--- src/dallanma_pkg.sv ---
package dallanma_pkg;

    // program counter or branch target.
    typedef logic [31:0] ps_t;

    // register operand or sign-extended immediate.
    typedef logic [31:0] veri_t;

    // branch type code from decode.
    typedef logic [2:0] dal_tur_t;

    // branch type encodings, 110 and 111 are invalid.
    localparam dal_tur_t BRA_BEQ  = 3'b000;
    localparam dal_tur_t BRA_BNE  = 3'b001;
    localparam dal_tur_t BRA_BLT  = 3'b010;
    localparam dal_tur_t BRA_BGE  = 3'b011;
    localparam dal_tur_t BRA_BLTU = 3'b100;
    localparam dal_tur_t BRA_BGEU = 3'b101;

    // two-bit saturating predictor counter.
    // upper bit set means predict taken.
    typedef enum logic [1:0] {
        GUCLU_ATLAMAZ = 2'b00,
        ZAYIF_ATLAMAZ = 2'b01,
        ZAYIF_ATLAR   = 2'b10,
        GUCLU_ATLAR   = 2'b11
    } ongoru_t;

    // predictor index width.
    // index comes from pc bits 5..2.
    localparam int TABLO_ADRES_BIT = 4;

    // predictor table index.
    typedef logic [TABLO_ADRES_BIT-1:0] tablo_adres_t;

    // flush penalty counter.
    typedef logic [1:0] sayac_t;

    // flush cycles after a misprediction.
    localparam sayac_t CEZA_CEVRIM = 2'd2;

endpackage

--- src/ongoru_tablosu.sv ---
`timescale 1ns/10ps

module ongoru_tablosu (
    input  logic                clk_i,
    input  logic                rst_i,
    input  dallanma_pkg::ps_t   oku_ps_i,
    output logic                ongoru_o,
    input  logic                guncelle_gecerli_i,
    input  dallanma_pkg::ps_t   guncelle_ps_i,
    input  logic                guncelle_atladi_i
);

    // one counter per index.
    dallanma_pkg::ongoru_t sayaclar [1 << dallanma_pkg::TABLO_ADRES_BIT];

    dallanma_pkg::tablo_adres_t oku_adres;
    dallanma_pkg::tablo_adres_t guncelle_adres;
    // counter being trained and its next value.
    dallanma_pkg::ongoru_t      mevcut;
    dallanma_pkg::ongoru_t      yeni_durum;

    // word aligned pc, skip bits 1..0.
    assign oku_adres      = oku_ps_i[dallanma_pkg::TABLO_ADRES_BIT+1:2];
    assign guncelle_adres = guncelle_ps_i[dallanma_pkg::TABLO_ADRES_BIT+1:2];

    // read is combinational.
    // upper counter bit is the prediction.
    assign ongoru_o = sayaclar[oku_adres][1];

    // saturating step toward the resolved direction.
    always_comb begin
        mevcut     = sayaclar[guncelle_adres];
        yeni_durum = mevcut;
        case (mevcut)
            dallanma_pkg::GUCLU_ATLAMAZ: begin
                yeni_durum = guncelle_atladi_i ? dallanma_pkg::ZAYIF_ATLAMAZ
                                               : dallanma_pkg::GUCLU_ATLAMAZ;
            end
            dallanma_pkg::ZAYIF_ATLAMAZ: begin
                yeni_durum = guncelle_atladi_i ? dallanma_pkg::ZAYIF_ATLAR
                                               : dallanma_pkg::GUCLU_ATLAMAZ;
            end
            dallanma_pkg::ZAYIF_ATLAR: begin
                yeni_durum = guncelle_atladi_i ? dallanma_pkg::GUCLU_ATLAR
                                               : dallanma_pkg::ZAYIF_ATLAMAZ;
            end
            dallanma_pkg::GUCLU_ATLAR: begin
                yeni_durum = guncelle_atladi_i ? dallanma_pkg::GUCLU_ATLAR
                                               : dallanma_pkg::ZAYIF_ATLAR;
            end
            default: begin
                yeni_durum = dallanma_pkg::ZAYIF_ATLAMAZ;
            end
        endcase
    end

    // write at the edge of the accepted branch.
    // next branch already sees the new state.
    always_ff @(posedge clk_i) begin
        if (rst_i) begin
            for (int i = 0; i < (1 << dallanma_pkg::TABLO_ADRES_BIT); i++) begin
                sayaclar[i] <= dallanma_pkg::ZAYIF_ATLAMAZ;
            end
        end else if (guncelle_gecerli_i) begin
            sayaclar[guncelle_adres] <= yeni_durum;
        end
    end

endmodule

--- config.mk ---
export PLATFORM = sky130hd
export DESIGN_NAME = ongoru_tablosu
export DESIGN_NICKNAME = d
export VERILOG_FILES = /design/src/dallanma_pkg.sv /design/src/ongoru_tablosu.sv
export SDC_FILE = /design/constraint.sdc
export NUM_CORES = 1
export LEC_CHECK = 0
export ABC_CLOCK_PERIOD_IN_PS = 6100
export BUFFER_PORTS_ARGS = -buffer_cell sky130_fd_sc_hd__buf_2
export CORE_MARGIN = 2
export CORE_UTILIZATION = 50
export DETAILED_ROUTE_END_ITERATION = 8
export GPL_ROUTABILITY_DRIVEN = 0
export PLACE_DENSITY_LB_ADDON = 0.1
export SETUP_SLACK_MARGIN = 0.02
export SLEW_MARGIN = 20
export SYNTH_ARGS = -nofsm -noshare
export SYNTH_HDL_FRONTEND = slang
export SYNTH_SLANG_ARGS = --single-unit
--- constraint.sdc ---
create_clock -name clk_i -period 6.1 [get_ports clk_i]
set_input_delay 1.22 -clock clk_i [delete_from_list [all_inputs] [get_ports clk_i]]
set_output_delay 1.22 -clock clk_i [all_outputs]
set_load 0.02 [all_outputs]
Word level (Yosys, flattened, before mapping)
Memories as Yosys holds them, arrays and structs flattened. Index checks and enable logic that the tools add are counted.

Bits of input ports: 68. Memories: 1. Bits in writable memories: 32. Bits in registers: 0. Logic and storage cells: 19.

Equality and inequality tests: 3. Mux-type cells: 13. Reductions and logical operators: 2.

Memories: sayaclar (depth 16, width 2, read ports 2, clocked after memory_dff 0, wr ports 16, line ongoru_tablosu.sv:14) `dallanma_pkg::ongoru_t sayaclar [1 << dallanma_pkg::TABLO_ADRES_BIT];`.

Operators with widths (count): 1-bit 2-to-1 mux (8); 2-bit one-hot mux with 4 select lines (1); 2-bit 2-to-1 mux (3); 2-bit == test, second input constant (2); 4-bit 2-to-1 mux (1); 2-bit by 1-bit == test with 1-bit output, second input constant (1); 2-bit zero test (1); 2-bit OR reduction (1).

Depth between registers and ports, before layout
Gate-level depths: netlist of run 1.

Depth after elaboration: 5. Mapped depth: 8. Depth with buffers taken out: 5.

Worst setup path before layout of run 1
OpenSTA, ideal clock, no wires.

Path kind: input to output. Start: input port oku_ps_i[2]. End: output port ongoru_o. Arrival time: 2.225 ns. Buffers on the path: 0. Setup slack: 2.655 ns. Stages: 2. Cells stage by stage: mux4_2 > mux4_2.

Longest elaborated chain between the ends: 1.

RTL lines: start, declared (line ongoru_tablosu.sv:6) `input dallanma_pkg::ps_t oku_ps_i,`; memory read 16 x 2 bit; end, declared (line ongoru_tablosu.sv:7) `output logic ongoru_o,`.

Every way passes these cells.

Worst setup path in the final report of run 1
Same ends and word-level chain as after synthesis.

==> results of run 1 <==
## kinds of logic (layout without fill, tap and decap cells)
logic type	Yosys count	after routing
AO/OA/AOI/OAI	2	2
adder cells (fa/ha/maj)	2	2
buffers and inverters	11	21
flip-flops	32	32
multiplexers	13	13
AND/OR/NAND/NOR	89	89
## Yosys cell counts
master,n,area (um^2)
nand2_1,21,78.8
nor2_1,18,67.6
and4_1,1,8.76
nor3_1,5,25.0
and2_1,1,6.26
buf_6,2,22.5
nor4_1,2,12.5
nor2b_1,6,37.5
buf_4,2,15.0
inv_1,1,3.75
buf_1,1,3.75
nand4_1,3,18.8
buf_8,1,15.0
mux4_2,9,203
nand3_1,12,60.1
mux4_1,4,105
clkbuf_1,4,15.0
maj3_4,1,13.8
edfxtp_1,32,961
or2_2,5,31.3
a22oi_1,1,7.51
nand2b_1,14,87.6
a31o_2,1,8.76
maj3_2,1,11.3
and3_1,1,6.26
## cell type report
cell class                      instances  area, um^2
Sequential cell                        32         961
Timing Repair Buffer                   12        60.1
Clock inverter                          2        35.0
Fill cell                             302        1470
Clock buffer                            6        41.3
Inverter                                1        3.75
Multi-Input combinational cell        106         790
Tap cell                               46        57.6
## critical path, delay by kind of cell
family | cells | cell delay, ns
buf+inv | 2 | 0.35
mux | 2 | 0.99
## final timing paths
kind / from / endpoint
setup / recovery: oku_ps_i[2] / ongoru_o
hold / removal: sayaclar[11][0]$_SDFFCE_PN1P_ / sayaclar[11][0]$_SDFFCE_PN1P_
setup reg to reg: sayaclar[1][1]$_SDFFCE_PN0P_ / sayaclar[3][1]$_SDFFCE_PN0P_
hold reg to reg: sayaclar[11][0]$_SDFFCE_PN1P_ / sayaclar[11][0]$_SDFFCE_PN1P_
## metal layers
layer | GRT usage [%] | routed length [um]
met1 | 25.4 | 1650
met2 | 33.2 | 1890
met3 | 5.56 | 135
met4 | 5.59 | 27
met5 | 0 | 0
## through the flow
step,instances,total power [W],cell area [um^2],utilization (%),hold WS [ns]
final,205,0.000467,1950,57.0,1.29
after global routing,205,0.000488,1950,57.0,1.33
after CTS,205,0.000471,1950,57.0,1.31
after detailed placement,197,0.000316,1870,54.8,1.29
after global placement,197,0.000314,1870,54.8,1.26
after floorplan,149,0.000302,1830,-,1.08
## power by group through the flow
stage	clock, W	sequential, W	combinational [W]
after floorplan	0	0.000254	0.0000483
after global placement	0	0.000255	0.0000590
after detailed placement	0	0.000255	0.0000608
after CTS	0.000159	0.000250	0.0000612
after global routing	0.000171	0.000251	0.0000662
final	0.000156	0.000251	0.0000607
==> flow_metrics.py, run 1 <==
metrics = {
    "status": {
        "status": "completed",
    },
    "final_layout": {
        "reg.largest.list": "sayaclar x32",
        "finalNetCount": 226,
        "n_antenna_cell": 0,
        "largest_reg_flops": 32,
        "largest-register": "sayaclar",
        "drive_above_1_share_pct": 22.6,
        "area_growth_pct": 6.72,
        "layout_common_cells": "32 x edfxtp_1, 21 x nand2_1, 18 x nor2_1",
        "layout_commonest_cell": "edfxtp_1",
    },
    "die": {
        "num_rows": 21,
        "die_area_mm2": 0.00415,
        "die_y_um": 64.4,
        "core_mm2": 0.00342,
        "io_pins": 69,
        "initial_core_util_pct": 53.4,
        "die_x_um": 64.4,
    },
    "run": {
        "max_cap_viol_count": 0,
    },
    "logic_synthesis": {
        "synth_adder_area_share_pct": 1.37,
        "ys_seq_area_share_pct": 52.6,
        "synth_fp_nets": 217,
        "synth_mux_area_share_pct": 16.9,
        "synth_xor_area_share_pct": 0,
        "synth_area_mm2": 0.00183,
        "yosysWarningCount": 0,
        "synthSimpleGateAreaFrac_pct": 24.1,
        "syn_inst": 149,
        "synth_top_family_by_area": "simple AND/OR/NAND/NOR gates",
        "syn-mean-instance-area_um2": 12.3,
        "netlist-cell-type-count": 25,
        "ys_ff_latch": 32,
        "synth_compound_area_share_pct": 0.891,
    },
    "setup_path": {
        "crit_type": "in -> out",
        "path_cells": "buf_2 -> mux4_2 -> mux4_2 -> buf_2",
        "rrSetupSlack_ns": 3.95,
        "slowest_stage": "mux4_2",
        "crit_path_end_kind": "primary output",
        "r2r_cells": 5,
        "crit_required_ns": 4.88,
        "crit_arrival_ns": 2.56,
        "cp-start-kind": "primary input",
        "cp_slowest_stage_delay_ns": 0.54,
        "cp_max_fo": 4,
    },
    "global_routing": {
        "grt_max_degree": 19,
        "grt_usage_pct": 19.8,
        "overflow": 0,
        "grt_pass1_vias": 1238,
        "antenna_found_initial": 0,
        "grt_pass1_wl_um": 6040,
    },
    "timing": {
        "setup_viol": 0,
        "tns_ns": 0,
        "relSlewSlack_pct": 60.5,
        "fin_crit_sh_pct": 62.0,
        "period_needed_ns": 3.78,
        "slew_violations": 0,
        "final.setup.worst_slack_ns": 2.32,
        "worst_slew_pin_slew_ns": 0.588,
        "rsz0062_at_grt": "no",
        "final_hold_viol_count": 0,
        "clock_skew_ns": 0.00920,
        "max_freq_mhz": 264,
    },
    "clock_network": {
        "clk_pin_slew_ns": 0.10,
        "cts.path.max_buffers": 2,
        "holdBufCountCts": 0,
        "postCtsSetupBuffers": 0,
        "post_cts_resize_count": 0,
        "cts_tree": "built",
        "cts_made_buffers": 5,
        "insertion_delay_ns": 0.33,
        "htree_levels": 2,
        "cts.sinks": 32,
        "root_buffer": "clkbuf_4",
    },
    "place": {
        "pre_cts_ws_ns": 2.31,
        "port_buffers": 12,
        "dp_hpwl_um": 2600,
    },
    "power_and_ir_drop": {
        "leakage_nw": 0.624,
        "powerDensity_mw_per_mm2": 240,
        "clock_power_share_pct": 33.4,
        "switching_share_pct": 23.5,
        "p_seq_share_pct": 53.6,
        "peakVddDrop_uv": 143,
        "p_int_w": 0.000357,
        "p_switching_w": 0.000110,
        "p_comb_share_pct": 13.0,
    },
    "routing": {
        "num_vias": 1222,
        "wl_um": 3710,
        "vias_per_cell": 5.96,
        "wl_per_cell_um": 18.1,
        "firstDrtPassIters": 4,
        "ant_nets": 0,
        "drt_iter0_markers": 90,
        "drc_errors": 0,
    },
    "worst_hold_path": {
        "min_path_type": "reg -> reg",
        "min_delay_path_depth": 5,
    },
}
Power figures use the tool's default switching activity.
==> inputs of run 2 (changes only) <==
Settings changed: ABC_CLOCK_PERIOD_IN_PS 6100 to 3600, CORE_UTILIZATION 50 to 49.
Clock period 6.1 ns to 3.6 ns, I/O delays scaled along.
==> flow_metrics.py, run 2 (synthesis gave the netlist of run 1 again) <==
metrics = {
    "timing": {
        "relSlewSlack_pct": 57.3,
        "clock_skew_ns": 0.00887,
        "slew_violations": 0,
        "period_needed_ns": 2.80,
        "final_hold_viol_count": 0,
        "worst_slew_pin_slew_ns": 0.636,
        "rsz0062_at_grt": "no",
        "max_freq_mhz": 357,
        "final.setup.worst_slack_ns": 0.801,
        "fin_crit_sh_pct": 77.8,
        "setup_viol": 0,
        "tns_ns": 0,
        "timing.hold.ws_ns": 0.883,
    },
    "global_routing": {
        "grt_pass1_vias": 1133,
        "grt_max_degree": 19,
        "grt_pass1_wl_um": 5890,
        "antenna_found_initial": 0,
        "grt_usage_pct": 19.8,
        "overflow": 0,
    },
    "clock_network": {
        "htree_levels": 2,
        "postCtsSetupBuffers": 0,
        "cts_tree": "built",
        "insertion_delay_ns": 0.28,
        "cts.path.max_buffers": 2,
        "root_buffer": "clkbuf_8",
        "clk_pin_slew_ns": 0.06,
        "post_cts_resize_count": 0,
        "cts.sinks": 32,
        "holdBufCountCts": 0,
        "cts_made_buffers": 5,
    },
    "setup_path": {
        "crit_arrival_ns": 2.08,
        "r2r_cells": 5,
        "cp_slowest_stage_delay_ns": 0.52,
        "r2r-start": "sayaclar[1][1]$_SDFFCE_PN0P_",
        "path_buf_inv": 2,
        "cpLargestDelayFamily": "multiplexers",
        "r2r-end": "sayaclar[13][1]$_SDFFCE_PN0P_",
        "crit_required_ns": 2.88,
        "path_cells": "buf_2 -> mux4_2 -> mux4_2 -> buf_2",
        "cp_max_fo": 4,
        "crit_type": "in -> out",
        "rrSetupSlack_ns": 1.45,
        "slowest_stage": "mux4_2",
        "crit_path_end_kind": "primary output",
        "cp-start-kind": "primary input",
    },
    "worst_hold_path": {
        "worst_hold_startpoint": "guncelle_ps_i[3]",
        "min_path_type": "in -> reg",
        "holdPathEnd": "sayaclar[7][0]$_SDFFCE_PN1P_",
        "min_delay_path_depth": 2,
    },
    "final_layout": {
        "finalNetCount": 226,
        "multi_input_area_um2": 790,
        "reg.largest.list": "sayaclar x32",
        "fillers": 345,
        "layout_commonest_cell": "edfxtp_1",
        "seqCellArea_um2": 961,
        "n_antenna_cell": 0,
        "largest-register": "sayaclar",
        "area_growth_pct": 7.06,
        "drive_above_1_share_pct": 21.4,
        "largest_reg_flops": 32,
        "layout_common_cells": "32 x edfxtp_1, 21 x nand2_1, 18 x nor2_1",
    },
    "die": {
        "die_area_mm2": 0.00423,
        "core_mm2": 0.00363,
        "die_y_um": 65.0,
        "initial_core_util_pct": 50.2,
        "die_x_um": 65.0,
        "num_rows": 22,
        "io_pins": 69,
    },
    "routing": {
        "wl_um": 3770,
        "ant_nets": 0,
        "drc_errors": 0,
        "wl_met2_um": 1760,
        "top_layer_used": "met4",
        "drt-met1-wl_um": 1760,
        "dr_wl_met3_um": 202,
        "num_vias": 1209,
        "firstDrtPassIters": 5,
        "wl_per_cell_um": 18.2,
        "vias_per_cell": 5.84,
        "drt_iter0_markers": 52,
    },
    "place": {
        "port_buffers": 12,
        "pre_cts_ws_ns": 0.681,
        "dp_hpwl_um": 2630,
    },
    "run": {
        "max_cap_viol_count": 0,
    },
    "power_and_ir_drop": {
        "p_int_w": 0.000595,
        "p_switching_w": 0.000194,
        "leakage_nw": 0.622,
        "clock_power_share_pct": 32.8,
        "p_comb_share_pct": 13.2,
        "powerDensity_mw_per_mm2": 404,
        "switching_share_pct": 24.6,
        "peakVddDrop_uv": 256,
        "p_seq_share_pct": 53.9,
    },
    "status": {
        "status": "completed",
    },
}
run 2: cell types whose count changed in the layout (fill, tap and decap cells not counted), sizes merged:
cell / before / now
clkbuf: 6 / 7
bufinv: 1 / 0
run 2: final cells by class:
cell class	count	area share, %
Clock buffer	7	3.91
Clock inverter	1	0.192
Inverter	1	0.192
Multi-Input combinational cell	106	40.4
Sequential cell	32	49.2
Tap cell	48	3.07
Timing Repair Buffer	12	3.07
run 2: through the flow:
stage	area, um^2	util, %	std cells	total power [W]
floorplan	1830	-	149	0.000512
global placement	1870	51.6	199	0.000534
detailed placement	1870	51.6	199	0.000537
CTS	1950	53.8	207	0.000791
global route	1950	53.8	207	0.000819
finish	1950	53.8	207	0.000789
run 2: how the worst max path moves through the flow:
stage,startpoint,endpoint,depth (start not counted)
after floorplan,oku_ps_i[2],ongoru_o,2
after detailed placement,guncelle_ps_i[2],sayaclar[13][1]$_SDFFCE_PN0P_,6
after CTS,oku_ps_i[2],ongoru_o,4
after global routing,oku_ps_i[2],ongoru_o,4
after global placement,guncelle_ps_i[2],sayaclar[7][1]$_SDFFCE_PN0P_,6
final,oku_ps_i[2],ongoru_o,4
run 2: per-layer routing:
| metal | track usage, % | vias to the layer above |
|---|---|---|
| li1 | - | 573 |
| met1 | 25.9 | 597 |
| met2 | 31.1 | 33 |
| met3 | 5.73 | 6 |
| met4 | 8.59 | 0 |
| met5 | 0 | - |
run 2: power groups by stage:
stage / Sequential, W / Clock [W] / Combinational (W)
after floorplan: 0.000430 / 0 / 0.0000819
after global placement: 0.000433 / 0 / 0.000102
after detailed placement: 0.000433 / 0 / 0.000104
after CTS: 0.000426 / 0.000261 / 0.000105
after global routing: 0.000426 / 0.000281 / 0.000111
final: 0.000425 / 0.000259 / 0.000104
