===== src/dallanma_pkg.sv =====
package dallanma_pkg;

    // program counter or branch target.
    typedef logic [31:0] ps_t;

    // register operand or sign-extended immediate.
    typedef logic [31:0] veri_t;

    // branch type code from decode.
    typedef logic [2:0] dal_tur_t;

    // branch type encodings, 110 and 111 are invalid.
    localparam dal_tur_t BRA_BEQ  = 3'b000;
    localparam dal_tur_t BRA_BNE  = 3'b001;
    localparam dal_tur_t BRA_BLT  = 3'b010;
    localparam dal_tur_t BRA_BGE  = 3'b011;
    localparam dal_tur_t BRA_BLTU = 3'b100;
    localparam dal_tur_t BRA_BGEU = 3'b101;

    // two-bit saturating predictor counter.
    // upper bit set means predict taken.
    typedef enum logic [1:0] {
        GUCLU_ATLAMAZ = 2'b00,
        ZAYIF_ATLAMAZ = 2'b01,
        ZAYIF_ATLAR   = 2'b10,
        GUCLU_ATLAR   = 2'b11
    } ongoru_t;

    // predictor index width.
    // index comes from pc bits 5..2.
    localparam int TABLO_ADRES_BIT = 4;

    // predictor table index.
    typedef logic [TABLO_ADRES_BIT-1:0] tablo_adres_t;

    // flush penalty counter.
    typedef logic [1:0] sayac_t;

    // flush cycles after a misprediction.
    localparam sayac_t CEZA_CEVRIM = 2'd2;

endpackage


===== src/boru_denetleyici.sv =====
`timescale 1ns/10ps

module boru_denetleyici (
    input  logic              clk_i,
    input  logic              rst_i,
    input  logic              dal_gecerli_i,
    input  logic              guncelle_gecerli_i,
    input  logic              guncelle_atladi_i,
    input  logic              dallanma_hata_i,
    input  dallanma_pkg::ps_t dogru_ps_i,
    input  logic              sayac_bitti_i,
    output logic              blok_aktif_o,
    output logic              sayac_baslat_o,
    output logic              sonuc_gecerli_o,
    output logic              sonuc_atladi_o,
    output logic              yonlendir_o,
    output dallanma_pkg::ps_t yonlendir_ps_o,
    output logic              bosalt_o
);

    // normal flow or flush penalty.
    typedef enum logic {
        CALIS,
        BOSALT
    } durum_t;

    durum_t durum;

    // drop strobes while flushing.
    assign blok_aktif_o   = dal_gecerli_i && (durum == CALIS);
    // penalty starts on the redirect edge.
    assign sayac_baslat_o = dallanma_hata_i && (durum == CALIS);
    assign bosalt_o       = (durum == BOSALT);

    always_ff @(posedge clk_i) begin
        if (rst_i) begin
            durum <= CALIS;
        end else begin
            case (durum)
                CALIS: begin
                    if (sayac_baslat_o) begin
                        durum <= BOSALT;
                    end
                end
                // leave after the last penalty cycle.
                BOSALT: begin
                    if (sayac_bitti_i) begin
                        durum <= CALIS;
                    end
                end
                default: begin
                    durum <= CALIS;
                end
            endcase
        end
    end

    // one-cycle result and redirect pulses.
    always_ff @(posedge clk_i) begin
        if (rst_i) begin
            sonuc_gecerli_o <= 1'b0;
            sonuc_atladi_o  <= 1'b0;
            yonlendir_o     <= 1'b0;
            yonlendir_ps_o  <= '0;
        end else begin
            sonuc_gecerli_o <= guncelle_gecerli_i;
            sonuc_atladi_o  <= guncelle_gecerli_i && guncelle_atladi_i;
            yonlendir_o     <= dallanma_hata_i;
            // address only meaningful with the pulse.
            yonlendir_ps_o  <= dallanma_hata_i ? dogru_ps_i : '0;
        end
    end

    // redirect never comes without a result.
    yonlendir_sonuclu: assert property (@(posedge clk_i) disable iff (rst_i)
        yonlendir_o |-> sonuc_gecerli_o)
        else $error("boru_denetleyici: yonlendir_o without sonuc_gecerli_o");

    // flush holds exactly the penalty length.
    bosalt_suresi: assert property (@(posedge clk_i) disable iff (rst_i)
        $rose(bosalt_o) |-> bosalt_o [*dallanma_pkg::CEZA_CEVRIM] ##1 !bosalt_o)
        else $error("boru_denetleyici: bosalt_o length differs from CEZA_CEVRIM");

endmodule


===== config.mk =====
export PLATFORM = sky130hd
export DESIGN_NAME = boru_denetleyici
export DESIGN_NICKNAME = d
export VERILOG_FILES = /design/src/dallanma_pkg.sv /design/src/boru_denetleyici.sv
export SDC_FILE = /design/constraint.sdc
export NUM_CORES = 1
export LEC_CHECK = 0
export ABC_AREA = 1
export BUFFER_PORTS_ARGS = -buffer_cell sky130_fd_sc_hd__buf_2
export CAP_MARGIN = 20
export CORE_MARGIN = 3
export CORE_UTILIZATION = 40
export DETAILED_ROUTE_END_ITERATION = 8
export PLACE_DENSITY = 0.76
export SYNTH_ARGS = -nofsm -noshare
export SYNTH_HDL_FRONTEND = slang
export SYNTH_SLANG_ARGS = --single-unit

===== constraint.sdc =====
create_clock -name clk_i -period 0.8 [get_ports clk_i]
set_input_delay 0.08 -clock clk_i [delete_from_list [all_inputs] [get_ports clk_i]]
set_output_delay 0.08 -clock clk_i [all_outputs]
set_load 0.01 [all_outputs]

# After elaboration in Yosys (flattened, before gate mapping)
# Cells that the tools add are included.
[word_totals]
regBits = 36
elab_cells = 14
input_bits = 39
[classes]
reduce_logical = 4
muxes = 3
bitwise_logic = 2
[ops]
columns = ["operator", "count"]
rows = [
  ["$logic_and A1 B1 Y1", 3],
  ["$mux W1", 2],
  ["$not A1 Y1", 2],
  ["$pmux W1 S2", 1],
  ["$reduce_or A2 Y1", 1],
]

# Logic depth before layout (Yosys ltp)
# Gate-level depths: netlist of the first run.
[depth]
ltp_word = 4
ltp_mapped = 5
ltp_nobuf = 4

# Least setup slack after synthesis of the first run
# OpenSTA, ideal clock, no wires.
[synth_path]
kind = "register -> register"
startpoint = "register durum, in the netlist bosalt_o"
endpoint = "register durum, in the netlist bosalt_o"
period_less_slack_ps = 666
required_time_ps = 683
path_stages_with_launch = 4
path_slack_ps = 134
t_arrival_ps = 549
setup_ps = 117
cell_sequence = "dfxtp_1 inv_1 nand2_1 a21oi_1"
[synth_via]
elab_chain_cells = 4
[synth_lines]
columns = ["item", "line", "source"]
rows = [
  ["start: declaration", "boru_denetleyici.sv:27", "durum_t durum;"],
  ["start signal: assignment", "boru_denetleyici.sv:37", "durum <= CALIS;"],
  ["start signal: assignment", "boru_denetleyici.sv:42", "durum <= BOSALT;"],
  ["start signal: assignment", "boru_denetleyici.sv:48", "durum <= CALIS;"],
  ["$not A1 Y1", "--", ""],
  ["$logic_and A1 B1 Y1", "boru_denetleyici.sv:32", "assign sayac_baslat_o = dallanma_hata_i && (durum == CALIS);"],
  ["$mux W1", "boru_denetleyici.sv:41", "if (sayac_baslat_o) begin"],
  ["$pmux W1 S2 *", "boru_denetleyici.sv:39", "case (durum)"],
]
# Mark *: on every way between the ends. The rest lies on a longest branch, timed or not.
# A chain may end at the register's enable or synchronous reset.

# Final worst setup path of the first run
[layout_path]
startpoint = "register durum, in the netlist bosalt_o"
endpoint = "output sayac_baslat_o"
[layout_via]
elab_chain_cells = 2
[layout_lines]
columns = ["item", "line", "source"]
rows = [
  ["$not A1 Y1", "--", ""],
  ["$logic_and A1 B1 Y1", "boru_denetleyici.sv:32", ""],
  ["end: declaration", "boru_denetleyici.sv:13", "output logic sayac_baslat_o,"],
]
# No other way between the ends.

==> impl_results.md, run 1 <==
* Status: complete, but fails checks
* Violated checks: setup timing
* CP required at 0.72 ns
* Crit share post-route at 128.3%
* # setup viols final at 70
* IR drop worst, VDD at 1.423 mV
* Initial DRT Pass Iterations at 4
* Crit path kind: reg2out
* Clk slew on worst S/H paths at 0.10 ns
* Most used cell, CP: inv_2
* Die width at 59.15 um
* Startpoint types: flip-flop
* Place WS at 0.05855 ns
* CTS tree: yes
* GPL Wtd Cong at 0.6658
* DRC at 0
* First-pass GRT wire length at 4464 um
* CP Max Fanout at 4
* H-tree depth at 2
* Worst Path Arrival at 0.95 ns
* Post-Synthesis Cells at 118
* Vias in the first global route at 1,033
* RSZ-0062 raised after global routing: true
* Routed wl met3 at 195 um
* Area leader, netlist: dfxtp_1
* Die height at 59.15 um
* Syn-to-layout area delta at 88.04%
* Clock network power share at 27.9%
* DR iter-0 viols at 32
* Total power at 3443 uW
* Antenna Nets Post-Route at 0
* DP HPWL at 1760 um
* # port buffers at 76
* Combinational power share at 16.9%
* Adder-Cell Fraction of Synth Area at 0%
* Worst Skew at 0 ns
* Worst Hold Class: in2reg
* Wire per inst at 11.35 um
* Synth unique cells at 8
* Synth top area cells: dfxtp_1 (64%), nor2_2 (17%), inv_1 (13%), buf_6 (3.0%), nor2_1 (1.7%)
* Crit-path slowest cell: dfxtp_4
* Number of placement rows at 18
* GR Overflow Total at 0
* Max Cap Violations at 0
* Worst-margin pin slew at 0.1867 ns
* Die ar. at 0.003498 sq mm
* Synth Area in XOR/XNOR at 0%
* TritonCTS Sinks at 36
* Final nets at 277
* Area of the mapped netlist at 0.001130 sq mm
* WL final at 3053 um
* Initial Util at 43.62%
* Top sig layer: met4
* Ys async rst share at 0%
* Pint at 2638 uW
* Compound-Gate Fraction of Synth Area at 0.4430%
* Post-synthesis sequential element count at 36
* Root buffer cell: clkbuf_4
* Fmax at 974.5 MHz
* Largest net degree at the start of global routing at 21
* Routed met1 length at 886 um
* DR vias/cell at 4.059
* CTS Buffer Depth at 2
* Total Routing Usage GR at 17.88%
* Sequential power share at 55.2%
* Simple-gate share of the synthesized area at 19.82%
* Post-synthesis net count at 157
* Most common cell in the netlist: inv_1
* Vias post-DR at 1,092
* Sw Ratio at 23.38%
* Layout cells sized above 1 at 58.58%
* Max-slew headroom at 87.51%
* Initial antenna violation count at 0
* Net Switching at 805.1 uW
* Number of CTS-inserted buffers at 5
* Worst-path cell chain: inv_2 -> nand2_2 -> inv_2 -> buf_6
* Main combinational cell family by area after synthesis: simple AND/OR/NAND/NOR gates
* CP max stage delay at 0.39 ns
* CP Capture Type: output pin
* EDFF count, synth at 0
* Syn Area/Cell at 9.575 sq um
* Post-synthesis mux area share at 0%
* Met2 WL post-DR at 1853 um
* Top cell type's share of synthesized area at 63.79%
* Post-layout min period at 1.026 ns
* Register area share after synthesis at 63.79%
* P_leak at 0.001162 uW
* Synth cell count leaders: inv_1 (38), dfxtp_1 (36), nor2_2 (31)
* Antenna Diode Count at 0
* PD cells at 1620 mW/mm^2
* Worst-Skew Late Latency at 0.31 ns
* Final Worst Setup Slack at -0.2261 ns
* Boundary Pins at 77
* Synth warn at 0
* Final hold vios at 0
* Top FF cell, synth: dfxtp_1
* Core box area at 0.002590 sq mm
* Final Max Slew Viols at 0
[worst paths after layout]
kind                    from        endpoint  slack (ns)  cells after the start
min reg2reg         bosalt_o        bosalt_o        0.52                      2
max                 bosalt_o  sayac_baslat_o       -0.23                      4
max reg2reg         bosalt_o        bosalt_o        0.04                      4
min          dallanma_hata_i     yonlendir_o       0.003                      3
[stage by stage]
stage	area [sq um]	utilization (%)	setup TNS (ns)	cells	hold slack, ns
2_1_floorplan	1130	-	0	118	0.1491
3_3_place_gp	1554	60.00	0	223	0.2916
3_5_place_dp	1554	60.00	0	223	0.2972
4_1_cts	1992	76.91	-8.134	267	-0.01942
5_1_grt	2125	82.03	-11.56	269	-0.006164
6_report	2125	82.03	-8.099	269	0.002995
[power by group through the flow]
stage	registers, uW	logic [uW]	clock network (uW)
after floorplan	1970	144	0
after global placement	1930	373	0
after detailed placement	1930	382	0
after CTS	1890	522	1000
after global routing	1910	634	1100
final	1900	582	960
[cells by family after synthesis]
kind of cell           after synthesis
buffers and inverters               42
AND/OR/NAND/NOR                     39
flip-flops                          36
AO/OA/AOI/OAI                        1
[per-layer routing]
metal | GRT usage (%) | up-vias
met2 | 35.49 | 50
met4 | 12.62 | 0
met5 | 0 | -
met1 | 14.34 | 475
met3 | 5.229 | 12
li1 | - | 555
[layout by cell type (no fill, tap or decap)]
| cell | count |
|---|---|
| clkbuf_8 | 1 |
| nand2_1 | 2 |
| dfxtp_4 | 1 |
| a21oi_1 | 1 |
| clkbuf_4 | 5 |
| buf_12 | 2 |
| nor2_1 | 4 |
| nor2_2 | 32 |
| dfxtp_2 | 15 |
| buf_6 | 17 |
| inv_2 | 3 |
| buf_4 | 2 |
| dlygate4sd3_1 | 36 |
| nand2_2 | 1 |
| dfxtp_1 | 20 |
| buf_2 | 59 |
| inv_1 | 36 |
| clkinv_2 | 2 |
[repair_timing]
| action | CTS | global route |
|---|---|---|
| endpoints found under the hold margin | 36 | 4 |
| cloned | 0 | 0 |
| hold buffers | 36 | 1 |
| buffers inserted | 0 | 2 |
| endpoints found under the setup margin | 38 | 70 |
| gates resized for setup | 5 | 33 |
| pin swaps | 0 | 1 |
[registers in the layout (all words and copies together), names as in the netlist]
signal	flops
yonlendir_o	1
bosalt_o	1
sonuc_atladi_o	1
sonuc_gecerli_o	1
yonlendir_ps_o	32
[worst max-delay path: cells and delay by family, from the launching register on]
kind	cells	cell delay [ns]
flops	1	0.39
buf+inv	3	0.19
simple gates	1	0.07
[cell type report]
type | count | area, sq um
clock inverter | 2 | 10.01
fill | 161 | 465.4
clock buffer | 6 | 51.30
timing repair buffer | 116 | 902.1
multi-input combinational | 40 | 234.0
tap | 30 | 37.54
inverter | 39 | 146.4
sequential | 36 | 743.2
(Power assumes the default switching activity.)
==> run 2, diff against run 1 <==
--- a/config.mk
+++ b/config.mk
@@ -8,6 +8,7 @@
 export ABC_AREA = 1
 export BUFFER_PORTS_ARGS = -buffer_cell sky130_fd_sc_hd__buf_2
 export CAP_MARGIN = 20
+export CORE_ASPECT_RATIO = 1.1
 export CORE_MARGIN = 3
 export CORE_UTILIZATION = 40
 export DETAILED_ROUTE_END_ITERATION = 8
==> run 2 against run 1 <==
Compared with the run above:
- routed wire length decreased by 1.5%
- final cell count decreased by 0.37%
- the flow still finishes with violations (setup timing)
- critical path depth unchanged
- global-route usage up 0.22 points
- highest routed layer unchanged
- clock skew stayed put
- via count down 3.8%
- die area about the same
==> impl_results.md, run 2 (synthesis results as in run 1) <==
* Final nets at 275
* Final Cell Area at 0.002071 sq mm
* Initial antenna violation count at 0
* Placed cells at 224
* Final hold vios at 0
* FF-to-FF Start: bosalt_o
* Setup crit end: sayac_baslat_o
* First-pass GRT wire length at 4719 um
* DR iter-0 viols at 17
* Violated checks: setup timing
* GPL Wtd Cong at 0.7542
* Fmax at 972.5 MHz
* DR vias/cell at 3.918
* Clk slew on worst S/H paths at 0.10 ns
* Die width at 56.68 um
* CP Max Fanout at 4
* Crit share post-route at 128.5%
* Boundary Pins at 77
* Number of CTS-inserted buffers at 5
* RR Endpoint: bosalt_o
* Vias post-DR at 1,050
* Largest net degree at the start of global routing at 17
* Max-slew headroom at 88.55%
* Crit path kind: reg2out
* Wire per inst at 11.22 um
* Antenna Diode Count at 0
* Status: complete, but fails checks
* TritonCTS Sinks at 36
* # setup viols final at 70
* Antenna Nets Post-Route at 0
* Worst Skew at 0 ns
* IR drop worst, VDD at 1.563 mV
* Worst hold path cell count at 3
* Startpoint types: flip-flop
* Initial Util at 43.60%
* Initial DRT Pass Iterations at 3
* Biggest register: yonlendir_ps_o
* Max reg flops at 32
* CP Capture Type: output pin
* DP HPWL at 1796 um
* CTS Buffer Depth at 2
* Most common cell after layout, fill and taps aside: buf_2
* Layout cells sized above 1 at 56.12%
* Flop-to-flop setup slack at 0.18 ns
* Most frequent cells in the layout: buf_2 (64), inv_1 (37), dlygate4sd3_1 (36)
* RSZ-0062 raised after global routing: true
* H-tree depth at 2
* GR Overflow Total at 0
* Worst Path Arrival at 0.95 ns
* TNS Setup at -6.954 ns
* Clock network power share at 28.5%
* CTS tree: yes
* Pint at 2613 uW
* Worst Hold Class: in2reg
* Die ar. at 0.003499 sq mm
* CP required at 0.72 ns
* Worst-margin pin slew at 0.1712 ns
* Vias in the first global route at 1,118
* Placed Area at 0.001555 sq mm
* Worst-Skew Late Latency at 0.32 ns
* WL final at 3007 um
* Finished Layout Cells at 268
* Sequential power share at 55.2%
* Number of placement rows at 19
* Final Worst Setup Slack at -0.2283 ns
* Net Switching at 820.2 uW
* P_leak at 0.001146 uW
* Core box area at 0.002591 sq mm
* Post-layout min period at 1.028 ns
* DRC at 0
* # port buffers at 76
* Total Routing Usage GR at 18.10%
* Die height at 61.74 um
* Max Cap Violations at 0
* PD cells at 1658 mW/mm^2
* Sw Ratio at 23.89%
* Worst setup path startpoint: bosalt_o
* Combinational power share at 16.2%
* Syn-to-layout area delta at 83.28%
* Worst Reg-to-Reg Cells at 3
* Final Max Slew Viols at 0
* Post-CTS Setup Bufs at 0
* Root buffer cell: clkbuf_4
[run 2: power groups by stage]
| stage | Clock [uW] | Combinational (uW) | Sequential [uW] |
|---|---|---|---|
| final | 980 | 557 | 1900 |
| after floorplan | 0 | 144 | 1970 |
| after detailed placement | 0 | 383 | 1930 |
| after global placement | 0 | 372 | 1920 |
| after global routing | 1100 | 606 | 1900 |
| after CTS | 1030 | 527 | 1890 |
[run 2: final cells by class]
| type | count | area, sq um |
|---|---|---|
| multi-input cells | 40 | 231.5 |
| clock inverters | 2 | 10.01 |
| inverters | 39 | 146.4 |
| repair buffers | 114 | 855.8 |
| clock buffers | 6 | 51.30 |
| flip-flops and latches | 36 | 737.0 |
| well taps | 31 | 38.79 |
| fillers | 168 | 520.5 |
[run 2: worst max-delay path: stages, from the launching register on]
cell and delay [ns]:
dfxtp_2 0.36, inv_2 0.04, nand2_2 0.06, inv_1 0.04, buf_2 0.13
[run 2: stage by stage]
step	power [uW]	setup WS (ns)	utilization [%]	hold slack, ns
final	3433	-0.2283	79.91	0.02064
after global routing	3616	-0.2949	79.91	0.005423
after CTS	3445	-0.2549	77.31	-0.006725
after detailed placement	2311	0.06474	60.02	0.2967
after global placement	2297	0.09803	60.02	0.2924
after floorplan	2113	0.1340	-	0.1491
[run 2: repair_timing]
item | 4_1_cts | 5_1_grt
hold buffers | 36 | 1
pin swaps | 1 | 2
endpoints found under the hold margin | 36 | 4
gates resized for setup | 9 | 18
setup endpoints to repair | 38 | 70
[run 2: per-layer routing]
layer	vias up	part of all wire [%]	track usage, %
met5	-	0	0
met4	0	0.76	6.102
met3	2	7.1	6.612
met2	44	58	38.28
met1	455	34	15.70
li1	549	-	-
[run 2: how the worst min path moves through the flow]
stage / end / startpoint / slack (ns)
after global placement: bosalt_o / rst_i / 0.29
after CTS: yonlendir_o / dallanma_hata_i / -0.007
after floorplan: bosalt_o / rst_i / 0.15
after global routing: yonlendir_o / dallanma_hata_i / 0.005
final: yonlendir_o / dallanma_hata_i / 0.02
after detailed placement: sonuc_atladi_o / rst_i / 0.30
